`src/source/switch_pkg.sv`:
```
`default_nettype none

package switch_pkg;

    // switch geometry
    localparam int unsigned NUM_PORTS   = 4;
    localparam int unsigned PORT_W      = 2;

    // buffer pointer width into the shared frame memory
    localparam int unsigned ADDR_W      = 8;

    // per output port pointer queue
    localparam int unsigned VOQ_DEPTH   = 4;
    localparam int unsigned VOQ_IDX_W   = $clog2(VOQ_DEPTH);
    localparam int unsigned VOQ_CNT_W   = $clog2(VOQ_DEPTH + 1);

    // direct mapped address table, low mac bits pick the entry
    localparam int unsigned TABLE_IDX_W = 4;
    localparam int unsigned TABLE_DEPTH = 1 << TABLE_IDX_W;

    // mac kept as two 24 bit words, word 0 holds the low bits
    localparam int unsigned MAC_WORD_W  = 24;
    localparam logic [47:0] BCAST_MAC   = 48'hffff_ffff_ffff;

    typedef logic [1:0][MAC_WORD_W-1:0] mac_t;
    typedef logic [PORT_W-1:0]          port_t;
    typedef logic [ADDR_W-1:0]          ptr_t;
    typedef logic [NUM_PORTS-1:0]       port_mask_t;

    // forwarding decision of the translator
    typedef enum logic [1:0] {
        FWD_UNICAST = 2'd0,
        FWD_FLOOD   = 2'd1,
        FWD_FILTER  = 2'd2
    } fwd_e;

endpackage

`default_nettype wire

```
`src/source/switch_ifs.sv`:
```
`timescale 1ns/1ps
`default_nettype none

// one end-of-frame descriptor per cycle, arbiter to translator
interface desc_if;
    import switch_pkg::*;

    // strobe, fields only meaningful with it
    logic  valid;
    port_t port;
    mac_t  src_mac;
    mac_t  dst_mac;
    ptr_t  start_ptr;

    modport src (output valid, port, src_mac, dst_mac, start_ptr);
    modport dst (input valid, port, src_mac, dst_mac, start_ptr);
endinterface

// translator to address table, read and learn side
interface lookup_if;
    import switch_pkg::*;

    // read side, answer one cycle later
    logic  read_req;
    mac_t  read_mac;
    logic  hit;
    port_t read_port;

    // learn side, written on the clock edge
    logic  learn_req;
    mac_t  learn_mac;
    port_t learn_port;

    modport requester (
        output read_req, read_mac, learn_req, learn_mac, learn_port,
        input  hit, read_port
    );
    modport tbl (
        input  read_req, read_mac, learn_req, learn_mac, learn_port,
        output hit, read_port
    );
endinterface

`default_nettype wire

```
`src/source/desc_arbiter.sv`:
```
`timescale 1ns/1ps
`default_nettype none

module desc_arbiter (
    input  logic                                switch_clk,
    input  logic                                arst_n_i,
    input  logic [switch_pkg::NUM_PORTS-1:0]    frame_eof_i,
    input  switch_pkg::mac_t                    src_mac_i   [switch_pkg::NUM_PORTS-1:0],
    input  switch_pkg::mac_t                    dst_mac_i   [switch_pkg::NUM_PORTS-1:0],
    input  switch_pkg::ptr_t                    start_ptr_i [switch_pkg::NUM_PORTS-1:0],
    desc_if.src                                 desc_o
);
    import switch_pkg::*;

    // pending flag and held payload per ingress port
    port_mask_t pending_q;
    mac_t       src_q [NUM_PORTS-1:0];
    mac_t       dst_q [NUM_PORTS-1:0];
    ptr_t       ptr_q [NUM_PORTS-1:0];

    // round robin state
    port_t      rr_ptr_q;
    port_mask_t grant;
    port_t      grant_port;
    port_t      scan_port;
    logic       found;

    // capture descriptor fields on the strobe
    always_ff @(posedge switch_clk) begin
        for (int unsigned p = 0; p < NUM_PORTS; p++) begin
            if (frame_eof_i[p]) begin
                src_q[p] <= src_mac_i[p];
                dst_q[p] <= dst_mac_i[p];
                ptr_q[p] <= start_ptr_i[p];
            end
        end
    end

    // first pending port at or after rr pointer
    always_comb begin
        grant      = '0;
        grant_port = rr_ptr_q;
        scan_port  = rr_ptr_q;
        found      = 1'b0;
        for (int unsigned i = 0; i < NUM_PORTS; i++) begin
            scan_port = PORT_W'((32'(rr_ptr_q) + i) % NUM_PORTS);
            if (!found && pending_q[scan_port]) begin
                found             = 1'b1;
                grant[scan_port]  = 1'b1;
                grant_port        = scan_port;
            end
        end
    end

    // pending set by strobe and cleared by grant
    always_ff @(posedge switch_clk or negedge arst_n_i) begin
        if (!arst_n_i) begin
            pending_q    <= '0;
            rr_ptr_q     <= '0;
            desc_o.valid <= 1'b0;
        end else begin
            pending_q    <= frame_eof_i | (pending_q & ~grant);
            desc_o.valid <= found;
            // pointer moves past the served port
            if (found) begin
                rr_ptr_q <= PORT_W'((32'(grant_port) + 1) % NUM_PORTS);
            end
        end
    end

    // registered descriptor fields
    always_ff @(posedge switch_clk) begin
        if (found) begin
            desc_o.port      <= grant_port;
            desc_o.src_mac   <= src_q[grant_port];
            desc_o.dst_mac   <= dst_q[grant_port];
            desc_o.start_ptr <= ptr_q[grant_port];
        end
    end

    // ingress must not report a new frame before the old one is served
    a_eof_while_pending: assert property (
        @(posedge switch_clk) disable iff (!arst_n_i)
        (frame_eof_i & pending_q) == '0
    ) else $error("eof strobe on a port with a pending descriptor");

    // at most one pending flag is served per cycle
    a_one_grant: assert property (
        @(posedge switch_clk) disable iff (!arst_n_i)
        $onehot0($past(pending_q) & ~pending_q)
    ) else $error("more than one port granted");

endmodule

`default_nettype wire

```
`src/source/address_table.sv`:
```
`timescale 1ns/1ps
`default_nettype none

module address_table (
    input  logic    switch_clk,
    input  logic    arst_n_i,
    lookup_if.tbl   lookup_i
);
    import switch_pkg::*;

    // stored entries, each with its own valid bit
    mac_t                   entry_mac  [TABLE_DEPTH-1:0];
    port_t                  entry_port [TABLE_DEPTH-1:0];
    logic [TABLE_DEPTH-1:0] entry_valid_q;

    logic [TABLE_IDX_W-1:0] rd_idx;
    logic [TABLE_IDX_W-1:0] wr_idx;
    logic                   bypass;
    logic                   rd_hit;
    port_t                  rd_port;

    // low mac bits index the table
    assign rd_idx = lookup_i.read_mac[0][TABLE_IDX_W-1:0];
    assign wr_idx = lookup_i.learn_mac[0][TABLE_IDX_W-1:0];

    // learn to the read index this cycle wins over the stored entry
    assign bypass = lookup_i.learn_req && (wr_idx == rd_idx);

    always_comb begin
        if (bypass) begin
            // learned mac may have evicted the one being looked up
            rd_hit  = (lookup_i.learn_mac == lookup_i.read_mac);
            rd_port = lookup_i.learn_port;
        end else begin
            rd_hit  = entry_valid_q[rd_idx] && (entry_mac[rd_idx] == lookup_i.read_mac);
            rd_port = entry_port[rd_idx];
        end
    end

    // learn overwrites the whole entry
    always_ff @(posedge switch_clk) begin
        if (lookup_i.learn_req) begin
            entry_mac[wr_idx]  <= lookup_i.learn_mac;
            entry_port[wr_idx] <= lookup_i.learn_port;
        end
    end

    always_ff @(posedge switch_clk or negedge arst_n_i) begin
        if (!arst_n_i) begin
            entry_valid_q <= '0;
            lookup_i.hit  <= 1'b0;
        end else begin
            if (lookup_i.learn_req) begin
                entry_valid_q[wr_idx] <= 1'b1;
            end
            // hit only answers a request
            lookup_i.hit <= lookup_i.read_req && rd_hit;
        end
    end

    // port answer is only meaningful with hit
    always_ff @(posedge switch_clk) begin
        if (lookup_i.read_req) begin
            lookup_i.read_port <= rd_port;
        end
    end

    // each learn follows its own lookup by one cycle and names a real port
    a_learn_port_range: assert property (
        @(posedge switch_clk) disable iff (!arst_n_i)
        lookup_i.learn_req |-> $past(lookup_i.read_req)
            && (32'(lookup_i.learn_port) < NUM_PORTS)
    ) else $error("learn without a lookup or on a port out of range");

endmodule

`default_nettype wire

```
`src/source/forward_ctrl.sv`:
```
`timescale 1ns/1ps
`default_nettype none

module forward_ctrl (
    input  logic                    switch_clk,
    input  logic                    arst_n_i,
    desc_if.dst                     desc_i,
    lookup_if.requester             lookup_o,
    output switch_pkg::port_mask_t  push_o,
    output switch_pkg::ptr_t        push_ptr_o
);
    import switch_pkg::*;

    // stage 1, descriptor waiting for the table answer
    logic       s1_valid_q;
    port_t      s1_port_q;
    mac_t       s1_src_q;
    mac_t       s1_dst_q;
    ptr_t       s1_ptr_q;

    // stage 2, registered push
    logic       s2_valid_q;
    port_mask_t s2_mask_q;
    ptr_t       s2_ptr_q;

    fwd_e       fwd;
    port_mask_t mask;
    port_mask_t ingress_bit;

    // lookup goes out with the incoming descriptor
    assign lookup_o.read_req = desc_i.valid;
    assign lookup_o.read_mac = desc_i.dst_mac;

    // learn source against ingress once its own lookup has returned
    assign lookup_o.learn_req  = s1_valid_q;
    assign lookup_o.learn_mac  = s1_src_q;
    assign lookup_o.learn_port = s1_port_q;

    always_ff @(posedge switch_clk) begin
        if (desc_i.valid) begin
            s1_port_q <= desc_i.port;
            s1_src_q  <= desc_i.src_mac;
            s1_dst_q  <= desc_i.dst_mac;
            s1_ptr_q  <= desc_i.start_ptr;
        end
    end

    assign ingress_bit = port_mask_t'(1) << s1_port_q;

    // classify the answer
    always_comb begin
        if ((s1_dst_q == BCAST_MAC) || !lookup_o.hit) begin
            fwd = FWD_FLOOD;
        end else if (lookup_o.read_port == s1_port_q) begin
            fwd = FWD_FILTER;
        end else begin
            fwd = FWD_UNICAST;
        end
    end

    // destination mask from the decision
    always_comb begin
        case (fwd)
            FWD_UNICAST: mask = port_mask_t'(1) << lookup_o.read_port;
            FWD_FLOOD:   mask = ~ingress_bit;
            default:     mask = '0;
        endcase
    end

    always_ff @(posedge switch_clk or negedge arst_n_i) begin
        if (!arst_n_i) begin
            s1_valid_q <= 1'b0;
            s2_valid_q <= 1'b0;
        end else begin
            s1_valid_q <= desc_i.valid;
            s2_valid_q <= s1_valid_q;
        end
    end

    always_ff @(posedge switch_clk) begin
        if (s1_valid_q) begin
            s2_mask_q <= mask;
            s2_ptr_q  <= s1_ptr_q;
        end
    end

    // one pointer shared by every pushed queue
    assign push_o     = s2_valid_q ? s2_mask_q : '0;
    assign push_ptr_o = s2_ptr_q;

    // a frame never returns to the port it came in on
    a_no_hairpin: assert property (
        @(posedge switch_clk) disable iff (!arst_n_i)
        s1_valid_q |=> !push_o[$past(s1_port_q)]
    ) else $error("push mask holds the ingress port");

endmodule

`default_nettype wire

```
`src/source/voq.sv`:
```
`timescale 1ns/1ps
`default_nettype none

module voq (
    input  logic                switch_clk,
    input  logic                arst_n_i,
    input  logic                push_i,
    input  switch_pkg::ptr_t    ptr_i,
    input  logic                pop_i,
    output switch_pkg::ptr_t    ptr_o,
    output logic                ptr_valid_o,
    output logic                drop_o
);
    import switch_pkg::*;

    // pointer ring, no reset on storage
    ptr_t                 mem [VOQ_DEPTH-1:0];
    logic [VOQ_IDX_W-1:0] wr_idx_q;
    logic [VOQ_IDX_W-1:0] rd_idx_q;
    logic [VOQ_CNT_W-1:0] count_q;

    logic                 do_push;
    logic                 do_pop;

    // pop only with something at the head
    assign do_pop  = pop_i && (count_q != '0);
    // full queue still takes a push when the head leaves
    assign do_push = push_i && ((32'(count_q) < VOQ_DEPTH) || do_pop);

    always_ff @(posedge switch_clk) begin
        if (do_push) begin
            mem[wr_idx_q] <= ptr_i;
        end
    end

    always_ff @(posedge switch_clk or negedge arst_n_i) begin
        if (!arst_n_i) begin
            wr_idx_q <= '0;
            rd_idx_q <= '0;
            count_q  <= '0;
            drop_o   <= 1'b0;
        end else begin
            if (do_push) begin
                wr_idx_q <= (32'(wr_idx_q) == VOQ_DEPTH - 1) ? '0 : wr_idx_q + 1'b1;
            end
            if (do_pop) begin
                rd_idx_q <= (32'(rd_idx_q) == VOQ_DEPTH - 1) ? '0 : rd_idx_q + 1'b1;
            end
            // count moves only when one side acts alone
            if (do_push && !do_pop) begin
                count_q <= count_q + 1'b1;
            end else if (do_pop && !do_push) begin
                count_q <= count_q - 1'b1;
            end
            // one cycle pulse per discarded push
            drop_o <= push_i && !do_push;
        end
    end

    // head is a level, valid until popped
    assign ptr_o       = mem[rd_idx_q];
    assign ptr_valid_o = (count_q != '0);

    a_count_bound: assert property (
        @(posedge switch_clk) disable iff (!arst_n_i)
        32'(count_q) <= VOQ_DEPTH
    ) else $error("queue count above depth");

endmodule

`default_nettype wire

```
`src/source/switch_core.sv`:
```
`timescale 1ns/1ps
`default_nettype none

module switch_core (
    input  logic                                switch_clk,
    input  logic                                arst_n_i,

    // end of frame descriptors from the ingress side
    input  logic [switch_pkg::NUM_PORTS-1:0]    frame_eof_i,
    input  switch_pkg::mac_t                    src_mac_i   [switch_pkg::NUM_PORTS-1:0],
    input  switch_pkg::mac_t                    dst_mac_i   [switch_pkg::NUM_PORTS-1:0],
    input  switch_pkg::ptr_t                    start_ptr_i [switch_pkg::NUM_PORTS-1:0],

    // egress side of each output queue
    input  logic [switch_pkg::NUM_PORTS-1:0]    voq_pop_i,
    output switch_pkg::ptr_t                    voq_ptr_o   [switch_pkg::NUM_PORTS-1:0],
    output logic [switch_pkg::NUM_PORTS-1:0]    voq_valid_o,
    output logic [switch_pkg::NUM_PORTS-1:0]    voq_drop_o
);
    import switch_pkg::*;

    // arbiter to translator
    desc_if   desc_bus ();
    // translator to address table
    lookup_if lookup_bus ();

    // translator to queues, pointer shared by all pushed ports
    port_mask_t voq_push;
    ptr_t       voq_push_ptr;

    desc_arbiter arb_inst (
        .switch_clk  (switch_clk),
        .arst_n_i    (arst_n_i),
        .frame_eof_i (frame_eof_i),
        .src_mac_i   (src_mac_i),
        .dst_mac_i   (dst_mac_i),
        .start_ptr_i (start_ptr_i),
        .desc_o      (desc_bus)
    );

    address_table addr_table (
        .switch_clk (switch_clk),
        .arst_n_i   (arst_n_i),
        .lookup_i   (lookup_bus)
    );

    forward_ctrl translator_inst (
        .switch_clk (switch_clk),
        .arst_n_i   (arst_n_i),
        .desc_i     (desc_bus),
        .lookup_o   (lookup_bus),
        .push_o     (voq_push),
        .push_ptr_o (voq_push_ptr)
    );

    // one pointer queue per output port
    for (genvar g = 0; g < NUM_PORTS; g++) begin : g_voq
        voq voq_inst (
            .switch_clk  (switch_clk),
            .arst_n_i    (arst_n_i),
            .push_i      (voq_push[g]),
            .ptr_i       (voq_push_ptr),
            .pop_i       (voq_pop_i[g]),
            .ptr_o       (voq_ptr_o[g]),
            .ptr_valid_o (voq_valid_o[g]),
            .drop_o      (voq_drop_o[g])
        );
    end

endmodule

`default_nettype wire

```
`config.mk`:
```
export PLATFORM = sky130hd
export DESIGN_NAME = switch_core
export DESIGN_NICKNAME = d
export VERILOG_FILES = /design/src/source/switch_pkg.sv /design/src/source/switch_ifs.sv /design/src/source/desc_arbiter.sv /design/src/source/address_table.sv /design/src/source/forward_ctrl.sv /design/src/source/voq.sv /design/src/source/switch_core.sv
export SDC_FILE = /design/constraint.sdc
export NUM_CORES = 1
export LEC_CHECK = 0
export ABC_AREA = 1
export BUFFER_PORTS_ARGS = -buffer_cell sky130_fd_sc_hd__buf_2
export CORE_ASPECT_RATIO = 0.7
export CORE_MARGIN = 1.5
export CORE_UTILIZATION = 44
export DETAILED_ROUTE_END_ITERATION = 12
export PLACE_DENSITY_LB_ADDON = 0.12
export REMOVE_ABC_BUFFERS = 1
export SETUP_SLACK_MARGIN = 0.1
export SLEW_MARGIN = 25
export SYNTH_ARGS = -nofsm -noshare
export SYNTH_HDL_FRONTEND = slang
export SYNTH_SLANG_ARGS = --single-unit
```
`constraint.sdc`:
```
create_clock -name switch_clk -period 4.35 [get_ports switch_clk]
set_input_delay 0.6525 -clock switch_clk [delete_from_list [all_inputs] [get_ports switch_clk]]
set_output_delay 0.6525 -clock switch_clk [all_outputs]
set_load 0.1 [all_outputs]
```
Yosys cells after proc, flatten, opt, wreduce, memory -nomap -nowiden
Memory sizes are Yosys's and may differ from the RTL's. A register that Yosys moved wholly into a read port is not among the register bits.
Index checks and enable logic that the tools add are counted.
- bits in registers: 178
- RAM bits: 1344
- bits of input ports: 426
- output and inout bits: 40
- word-level logic and storage cells: 227
- memories kept: 9
- add/subtract/negate cells: 20
- $lt $le $gt $ge: 15
- equal/unequal tests: 14
- shifts and indexed selects: 2
- multiplexer cells: 70
- bitwise logic cells: 8
- reductions and logical operators: 57
- memories (name ; words ; bits a word ; read ports ; clocked after memory_dff ; wr ports ; line ; text):
    addr_table.entry_mac ; 16 ; 48 ; 1 ; 0 ; 1 ; address_table.sv:12 ; mac_t entry_mac [TABLE_DEPTH-1:0];
    arb_inst.dst_q ; 4 ; 48 ; 1 ; 1 ; 4 ; desc_arbiter.sv:18 ; mac_t dst_q [NUM_PORTS-1:0];
    arb_inst.src_q ; 4 ; 48 ; 1 ; 1 ; 4 ; desc_arbiter.sv:17 ; mac_t src_q [NUM_PORTS-1:0];
    addr_table.entry_port ; 16 ; 2 ; 1 ; 1 ; 1 ; address_table.sv:13 ; port_t entry_port [TABLE_DEPTH-1:0];
    arb_inst.ptr_q ; 4 ; 8 ; 1 ; 1 ; 4 ; desc_arbiter.sv:19 ; ptr_t ptr_q [NUM_PORTS-1:0];
    g_voq[0].voq_inst.mem ; 4 ; 8 ; 1 ; 0 ; 1 ; voq.sv:17 ; ptr_t mem [VOQ_DEPTH-1:0];
    +3 memories ; - ; - ; - ; - ; - ; - ;
- operators with widths (cell ; count):
    $eq 48x48->1 ; 2
    $eq 48x48->1 const B ; 1
    $mux 1 ; 33
    $logic_and 1x1->1 ; 31
    $mux 2 ; 13
    $mux 3 ; 8
    $add 2x1->2 const B ; 10
    $mux 4 ; 5
    $eq 2x2->1 const B ; 8
    $or 16x16->16 ; 1
    $or 4x4->4 ; 4
    $add 3x1->3 const B ; 4
    $logic_not 1->1 ; 12
    $lt 2x3->1 const B ; 4
    $lt 3x3->1 const B ; 4
    $reduce_bool 3->1 ; 4
    $sub 3x1->3 const B ; 4
    $lt 4x5->1 const B ; 2
    $bmux 1 s2 ; 4
    $demux 1 s2 ; 4
    $ge 2x1->1 const B ; 4
    $not 4->4 ; 2
    $pmux 4 s2 ; 1
    $reduce_bool 2->1 ; 4
    other kinds (11) ; 17

Depth between registers and ports, before layout
Gate-level depths: netlist of run 1.
- word-level depth: 15
- gate-level depth with buffers: 19
- mapped depth without buffers: 16

Hierarchy
From an unflattened synthesis of run 1, not the netlist that was laid out.
- cells, all modules: 5734
- area, all modules: 67434.7 um^2
- by module, submodules not included (module ; instances ; cells each ; area an instance (um^2) ; seq. area each (um^2)):
    address_table ; 1 ; 3210 ; 34889.7 ; 24508.5
    desc_arbiter ; 1 ; 1662 ; 21109.0 ; 15850.2
    voq ; 4 ; 152 ; 1783.0 ; 1161.1
    forward_ctrl ; 1 ; 254 ; 4304.1 ; 3593.4

Worst setup path before layout of run 1
OpenSTA, ideal clock, no wires.
- path type: reg-to-reg
- from: register arb_inst.rr_ptr_q[1]
- to: register arb_inst.rr_ptr_q[1]
- library setup time: 79 ps
- data arrival time: 4321 ps
- required time: 4271 ps
- setup slack: -50 ps
- stages on the path, launching flop included: 13
- buffers on the path: 0
- period minus slack after synthesis: 4400 ps
- cells stage by stage: dfrtp_1 > inv_1 > ha_1 > inv_1 > nor2_1 > nor2_4 > nand2_4 > nor2_8 > nand2_1 > inv_1 > nor2_1 > nand2_1 > nand3_1
- elaborated cells on any way between the ends: 25
- those cells by class: add/sub: 4; mux: 15; reduce/logical: 6
- RTL lines (element ; line ; text):
    start: declaration ; desc_arbiter.sv:22 ; port_t rr_ptr_q;
    start signal: assignment ; desc_arbiter.sv:66 ; rr_ptr_q <= PORT_W'((32'(grant_port) + 1) % NUM_PORTS);
    parallel branches: the longest is 11 deep, another holds $add 2x1->2 ; - ;
    $mux 1 (*) ; desc_arbiter.sv:47 ; if (!found && pending_q[scan_port]) begin
    via arb_inst.found ; desc_arbiter.sv:26 ; logic found;
Mark *: on every way through the listed nets, which the timed path passes. The select of a mux whose other input is x is not followed.
A chain may end at the register's enable or synchronous reset.

Worst setup path in the final report of run 1
- from: register arb_inst.rr_ptr_q[0]
- to: register arb_inst.desc_o.dst_mac[47], read port of arb_inst.dst_q, data pin
- cells in the longest elaborated chain, start to end: 12
- elaborated cells on any way between the ends: 24
- those cells by class: add/sub: 3; mux: 15; reduce/logical: 6
- ends and longest elaborated chain (element ; line ; text):
    parallel branches: the longest is 12 deep, another holds $add 2x1->2 ; - ;
    end: declaration ; switch_ifs.sv:15 ; modport src (output valid, port, src_mac, dst_mac, start_ptr);
Parallel ways; which one is timed is not known. The select of a mux whose other input is x is not followed.

==> impl_metrics.ini, run 1 <==
[outcome]
status = finished clean

[clock_tree]
cts_buffer_depth = 3
cts_tree = built
clk_latency_ns = 0.81
cts_resized = 0
cts-buffers-inserted = 160
postCtsHoldBufs = 374
root_buffer = clkbuf_16
ctsHtreeMaxLevel = 4
path_clk_slew_ns = 0.06
cts_sinks = 1628
post_cts_buffers = 0

[power_and_ir_drop]
combPwrFrac_pct = 35.8
netSwitchingPower_uw = 25100
p_total_uw = 62500
pwr-share-clk_pct = 21.9
p_leak_uw = 0.0305
p_seq_share_pct = 42.3
p_int_uw = 37400
ir_worst_vdd_uv = 1380
power_per_cell_area_nw_per_um2 = 792
p_sw_share_pct = 40.2

[run]
maxCapViolations = 0

[route]
routed_wirelength_um = 180000
viasPerCell = 5.14
wl_met3_um = 10700
routed.top_layer = met4
wl_met1_um = 83100
drt_first_iter_violations = 3821
route.antenna.remaining_nets = 0
drc = 0
drt-wirelength-per-cell_um = 22.1
dr_total_vias = 41900
firstDrtPassIters = 6
route.met2.wl_um = 83000

[floorplanning]
die_y_um = 325
start_util_pct = 44.2
die_width_um = 463
io_pins = 466
fp-row-count = 118
die_area_um2 = 151000
coreArea_um2 = 147000

[global_route]
antenna_found_initial = 5
grt_max_degree = 193
grt_pass1_vias = 40900
grt_pass1_wl_um = 266000
grt-ovfl-total = 0
grt.total_usage_pct = 23.7

[timing]
tightest_slew_ns = 1.21
finalCritPeriodShare_pct = 83.3
final-setup-viol-count = 0
period_needed_ns = 3.62
report.final.slew_viol_count = 0
hold_viol = 0
fin_skew_ns = 0.0387
relSlewSlack_pct = 19.5
setup_tns_ns = 0
grt_setup_unrepaired = no
fmax_ghz = 0.276

[yosys]
syn_area_um2 = 65300
synth_ff_type = edfxtp_1
synthTopCellsByArea = edfxtp_1 (72%), nand2_1 (6.8%), nand3_1 (3.5%), nor2_1 (3.0%), dfrtp_1 (2.2%)
synth_edf_count = 1570
yosys_register_bits = 1628
ys_types = 46
synth_top_area_share_pct = 72.2
yosysTopAreaCell = edfxtp_1
seq_area_frac_synth_pct = 74.5
syn_area_per_cell_um2 = 12.5
yosys_warnings = 0
async_flop_share_pct = 3.56
synth_cells = 5211

[worst_setup_path]
crit_path_start = arb_inst.rr_ptr_q[0]
criticalPathCategory = flip-flop to flip-flop
reg2reg_to = arb_inst.desc_o.dst_mac[47]
rr_worst_depth = 13
rrSetupSlack_ns = 0.73
cp_max_fo = 94
startpoint_type = flip-flop
cp_data_arrival_time_ns = 4.17
end_kind = flip-flop
worstPathRequired_ns = 4.90
r2r-start = arb_inst.rr_ptr_q[0]

[worst_hold_path]
hold_class = input pin to flip-flop
worstHoldStart = dst_mac_i[29]
hold_depth = 1
worst_hold_path.endpoint = arb_inst.dst_q[0][29]

[placed_design]
postPlaceCellArea_um2 = 70100
place_hpwl_um = 102000
dp_cells = 7484
io_buffer_count = 465
place_congestion = 0.808

[finish]
nNetsFinal = 6502
area_delta_synth_final_pct = 20.9
drive_above_1_share_pct = 13.7
postLayoutCoreUtil_pct = 53.5
design_area_um2 = 78900
final_cell_count_no_fill = 8150
## how the worst max path moves through the flow
stage | endpoint | slack, ns | cells after the start
finish | arb_inst.desc_o.dst_mac[47] | 0.73 | 13
CTS | arb_inst.desc_o.src_mac[5] | 0.75 | 13
detailed placement | arb_inst.desc_o.src_mac[5] | 0.77 | 13
floorplan | addr_table.lookup_i.hit | -11.79 | 15
global route | arb_inst.desc_o.src_mac[14] | 0.50 | 13
global placement | arb_inst.desc_o.src_mac[14] | 0.90 | 13
## per-stage QoR
| step | hold slack [ns] | setup slack (ns) |
|---|---|---|
| 5_1_grt | 0.0110 | 0.498 |
| 3_3_place_gp | 0.402 | 0.903 |
| 4_1_cts | 0.000507 | 0.753 |
| 3_5_place_dp | 0.405 | 0.768 |
| 2_1_floorplan | 0.357 | -11.79 |
| 6_report | 0.0482 | 0.726 |
## power by group through the flow
stage	sequential [µW]	combinational, µW	clock, µW
after floorplan	25700	13400	0
after global placement	26800	21800	0
after detailed placement	26800	22100	0
after CTS	26500	22400	13900
after global routing	26900	24600	14500
final	26500	22400	13700
## cells by family after synthesis
logic type	count (synthesis)	synth area share (%)
buffers and inverters	631	4.17
AOI/OAI and AO/OA	531	4.92
DFF	1628	74.5
xor gates and xnor gates	46	0.617
and+or+nand+nor	2335	15.0
adders and majority gates	36	0.736
muxes	4	0.0690
## critical path, stage by stage (launching register included)
cell and delay, ns:
dfrtp_1 0.64, inv_4 0.12, ha_1 0.35, inv_1 0.11, nor2_1 0.21, nor2_4 0.07
a21oi_4 0.18, nor2_1 0.07, o21ai_2 0.27, nand2_8 0.29, buf_12 0.28, or2_2 0.41
o211ai_1 0.09, nand2_1 0.07
## cell usage after synthesis, drive strengths merged (5+ instances only)
| master | count |
|---|---|
| a21oi | 25 |
| buf | 191 |
| clkbuf | 64 |
| dfrtp | 58 |
| edfxtp | 1570 |
| ha | 32 |
| inv | 375 |
| nand2 | 1185 |
| nand3 | 454 |
| nand3b | 10 |
| nand4 | 21 |
| nor2 | 532 |
| nor3 | 7 |
| o211ai | 150 |
| o21ai | 299 |
| o221ai | 5 |
| o22ai | 39 |
| or2 | 122 |
| xnor2 | 39 |
| xor2 | 7 |
## layout make-up
type | instances | area, µm²
Antenna cell | 1 | 2.50
Clock buffer | 208 | 4350
Clock inverter | 83 | 728
Fill cell | 12300 | 68600
Inverter | 376 | 1440
Multi-Input combinational cell | 2952 | 14100
Sequential cell | 1628 | 48600
Tap cell | 1980 | 2480
Timing Repair Buffer | 922 | 7230
## cells in the final DEF (no fill, tap or decap), drive strengths merged
master,synthesis,routed
xnor2,39,39
fa,4,4
bufinv,0,10
diode,0,1
ha,32,32
a31oi,2,2
xor2,7,7
o31ai,4,4
o311ai,1,1
dlygate4sd3,0,374
a21oi,25,25
nor2,532,532
o221ai,5,5
dfrtp,58,58
inv,375,379
nand3,454,454
o21ai,299,299
nand4,21,21
or2,122,122
nand2,1185,1185
a31o,2,2
clkinv,1,68
edfxtp,1570,1570
mux2,4,4
o22ai,39,39
clkbuf,64,208
clkinvlp,0,2
buf,191,548
o211ai,150,150
o2111ai,1,1
nor3,7,7
o21bai,3,3
nor4,4,4
nand3b,10,10
## metal layers
metal  vias up  global-route usage (%)
met5         -                       0
met3       219                    3.65
li1      19800                       -
met4         0                    5.39
met1     20600                    35.0
met2      1275                    36.9
## state kept, by name (all words and copies together), names as in the netlist, 8 cells and up
register                            count
arb_inst.desc_o.src_mac                48
g_voq.voq_inst.wr_idx_q                 8
translator_inst.lookup_o.learn_mac     48
translator_inst.push_ptr_o              8
addr_table.entry_valid_q               16
g_voq.voq_inst.mem                    128
arb_inst.desc_o.start_ptr               8
addr_table.entry_mac                  768
arb_inst.desc_o.dst_mac                48
translator_inst.s1_dst_q               48
translator_inst.s1_ptr_q                8
addr_table.entry_port                  32
arb_inst.src_q                        192
arb_inst.ptr_q                         32
g_voq.voq_inst.count_q                 12
arb_inst.dst_q                        192
g_voq.voq_inst.rd_idx_q                 8
No activity file was read; power rests on OpenSTA's default activity.
==> inputs of run 2 (changes only) <==
Clock period 4.35 ns to 3.3 ns, I/O delays scaled along.
==> impl_metrics.ini, run 2 (same netlist as run 1, synthesis figures left out) <==
[finish]
postLayoutCoreUtil_pct = 54.5
largest_register_ffs = 768
area_delta_synth_final_pct = 23.2
final_common_cell = edfxtp_1
nNetsFinal = 6622
drive_above_1_share_pct = 15.0
largest_register = addr_table.entry_mac
largestRegisters = addr_table.entry_mac: 768 flops, arb_inst.dst_q: 192 flops, arb_inst.src_q: 192 flops
nFillCells = 12300
final_cell_mix = edfxtp_1 (1570), nand2_1 (1178), nor2_1 (513)

[clock_tree]
root_buffer = clkbuf_16
cts_sinks = 1628
clk_latency_ns = 0.81
cts_buffer_depth = 3
ctsHtreeMaxLevel = 4
path_clk_slew_ns = 0.06
cts_tree = built
cts-buffers-inserted = 161

[power_and_ir_drop]
ir_worst_vdd_uv = 892
power_per_cell_area_nw_per_um2 = 1050
p_leak_uw = 0.0313

[worst_setup_path]
r2r-start = arb_inst.desc_o.dst_mac[0]
cpMaxStageDelayCell = edfxtp_1
cpMostUsedCell = nand2_1
crit_path_start = arb_inst.desc_o.dst_mac[0]
max_stage_delay_ns = 0.37
startpoint_type = flip-flop
cp_data_arrival_time_ns = 3.78
cp_cell_sequence = buf_12 > buf_16 > buf_16 > nand2_1 > nand2_1 > nand2_1 > nand3_1 > nand3_1 > nand2_1 > nand2_1 > nand2_1 > nand2_1 > nor2_1 > nand2_1 > nor2_1 > buf_4 > nand3_1 > a21oi_1
cp_max_fo = 61
worstPathRequired_ns = 3.96
end_kind = flip-flop
criticalPathCategory = flip-flop to flip-flop

[route]
dr_total_vias = 42300
drt_first_iter_violations = 4259
firstDrtPassIters = 6
route.antenna.remaining_nets = 0
routed_wirelength_um = 184000
drc = 0
drt-wirelength-per-cell_um = 22.2
viasPerCell = 5.12

[global_route]
use_met3_pct = 4.22
use_met2_pct = 37.0
antenna_found_initial = 7
grt-busiest-layer = met2
grt.total_usage_pct = 24.0
grt_max_degree = 106
grt_pass1_vias = 41400
use_met1_pct = 35.1
grt_pass1_wl_um = 268000
grt-ovfl-total = 0

[outcome]
status = finished clean

[floorplanning]
die_width_um = 463
die_area_um2 = 151000
coreArea_um2 = 147000
start_util_pct = 44.2
die_y_um = 325
fp-row-count = 118
io_pins = 466

[placed_design]
place_congestion = 0.814
place_hpwl_um = 106000
io_buffer_count = 465

[run]
maxCapViolations = 0

[timing]
fmax_ghz = 0.320
finalCritPeriodShare_pct = 94.7
report.final.slew_viol_count = 0
fin_skew_ns = 0.0226
setup_tns_ns = 0
grt_setup_unrepaired = yes
hold_viol = 0
final-setup-viol-count = 0
tightest_slew_ns = 0.998
period_needed_ns = 3.12
relSlewSlack_pct = 33.4

[worst_hold_path]
worstHoldStart = frame_eof_i[3]
hold_class = input pin to flip-flop
## run 2: changes by cell type in the layout (fill, tap and decap cells not counted), sizes merged
cell	previous run	this run
buf	548	615
bufinv	10	11
clkbuf	208	211
clkinv	68	64
clkinvlp	2	7
diode	1	4
dlygate4sd3	374	422
nand2	1185	1186
## run 2: worst max-delay path, delay by kind of cell (launching register included)
family / cells / cell delay (ns)
AOI/OAI and AO/OA: 1 / 0.34
buffers and inverters: 4 / 0.90
DFF: 1 / 0.37
and+or+nand+nor: 13 / 1.32
## run 2: area by class of cell
type	instances	area (µm²)	share of cell area, %
flip-flops and latches	1628	48600	60.5
repair buffers	1039	8580	10.7
diodes	4	10.0	0.0124
repair inverters	1	8.76	0.0109
clock inverters	84	752	0.935
multi-input cells	2953	14100	17.6
clock buffers	209	4360	5.43
well taps	1980	2480	3.08
inverters	376	1490	1.85
## run 2: power by group
group	internal (µW)	switching [µW]	total [µW]
Clock	10100	7980	18100
Combinational	9650	21900	31600
Sequential	30600	3950	34600
## run 2: worst paths after layout
kind | slack (ns) | end | cells after the start
setup / recovery | 0.18 | addr_table.lookup_i.hit | 18
max in group asynchronous | 2.24 | g_voq[2].voq_inst.rd_idx_q[0] | 3
min in group asynchronous | 0.36 | addr_table.entry_valid_q[6] | 2
hold / removal | 0.14 | arb_inst.dst_q[3][2] | 1
setup reg to reg | 0.18 | addr_table.lookup_i.hit | 18
hold reg to reg | 0.41 | translator_inst.lookup_o.learn_mac[22] | 0
## run 2: through the flow
stage / power, µW / cell area, µm² / instances / worst slack (ns) / hold WS (ns)
2_1_floorplan: 50100 / 64000 / 4956 / -12.84 / 0.199
5_1_grt: 89200 / 80400 / 8272 / 0.0219 / 0.132
4_1_cts: 84200 / 80200 / 8261 / 0.0191 / 0.116
3_5_place_dp: 65600 / 70800 / 7545 / -0.172 / 0.405
3_3_place_gp: 65200 / 70800 / 7545 / -0.194 / 0.402
6_report: 84300 / 80400 / 8274 / 0.176 / 0.143
## run 2: repair_timing
action	in CTS	in global routing
gates cloned	0	4
hold buffers	422	0
pin swaps	0	2
endpoints found under the hold margin	473	0
buffers inserted	1	5
gates resized for setup	7	16
endpoints found under the setup margin	23	80
## run 2: per-layer routing
layer,routed length [µm],share of wire (%)
met1,84000,46
met2,83100,45
met3,12200,6.6
met4,4440,2.4
met5,15,0.0082
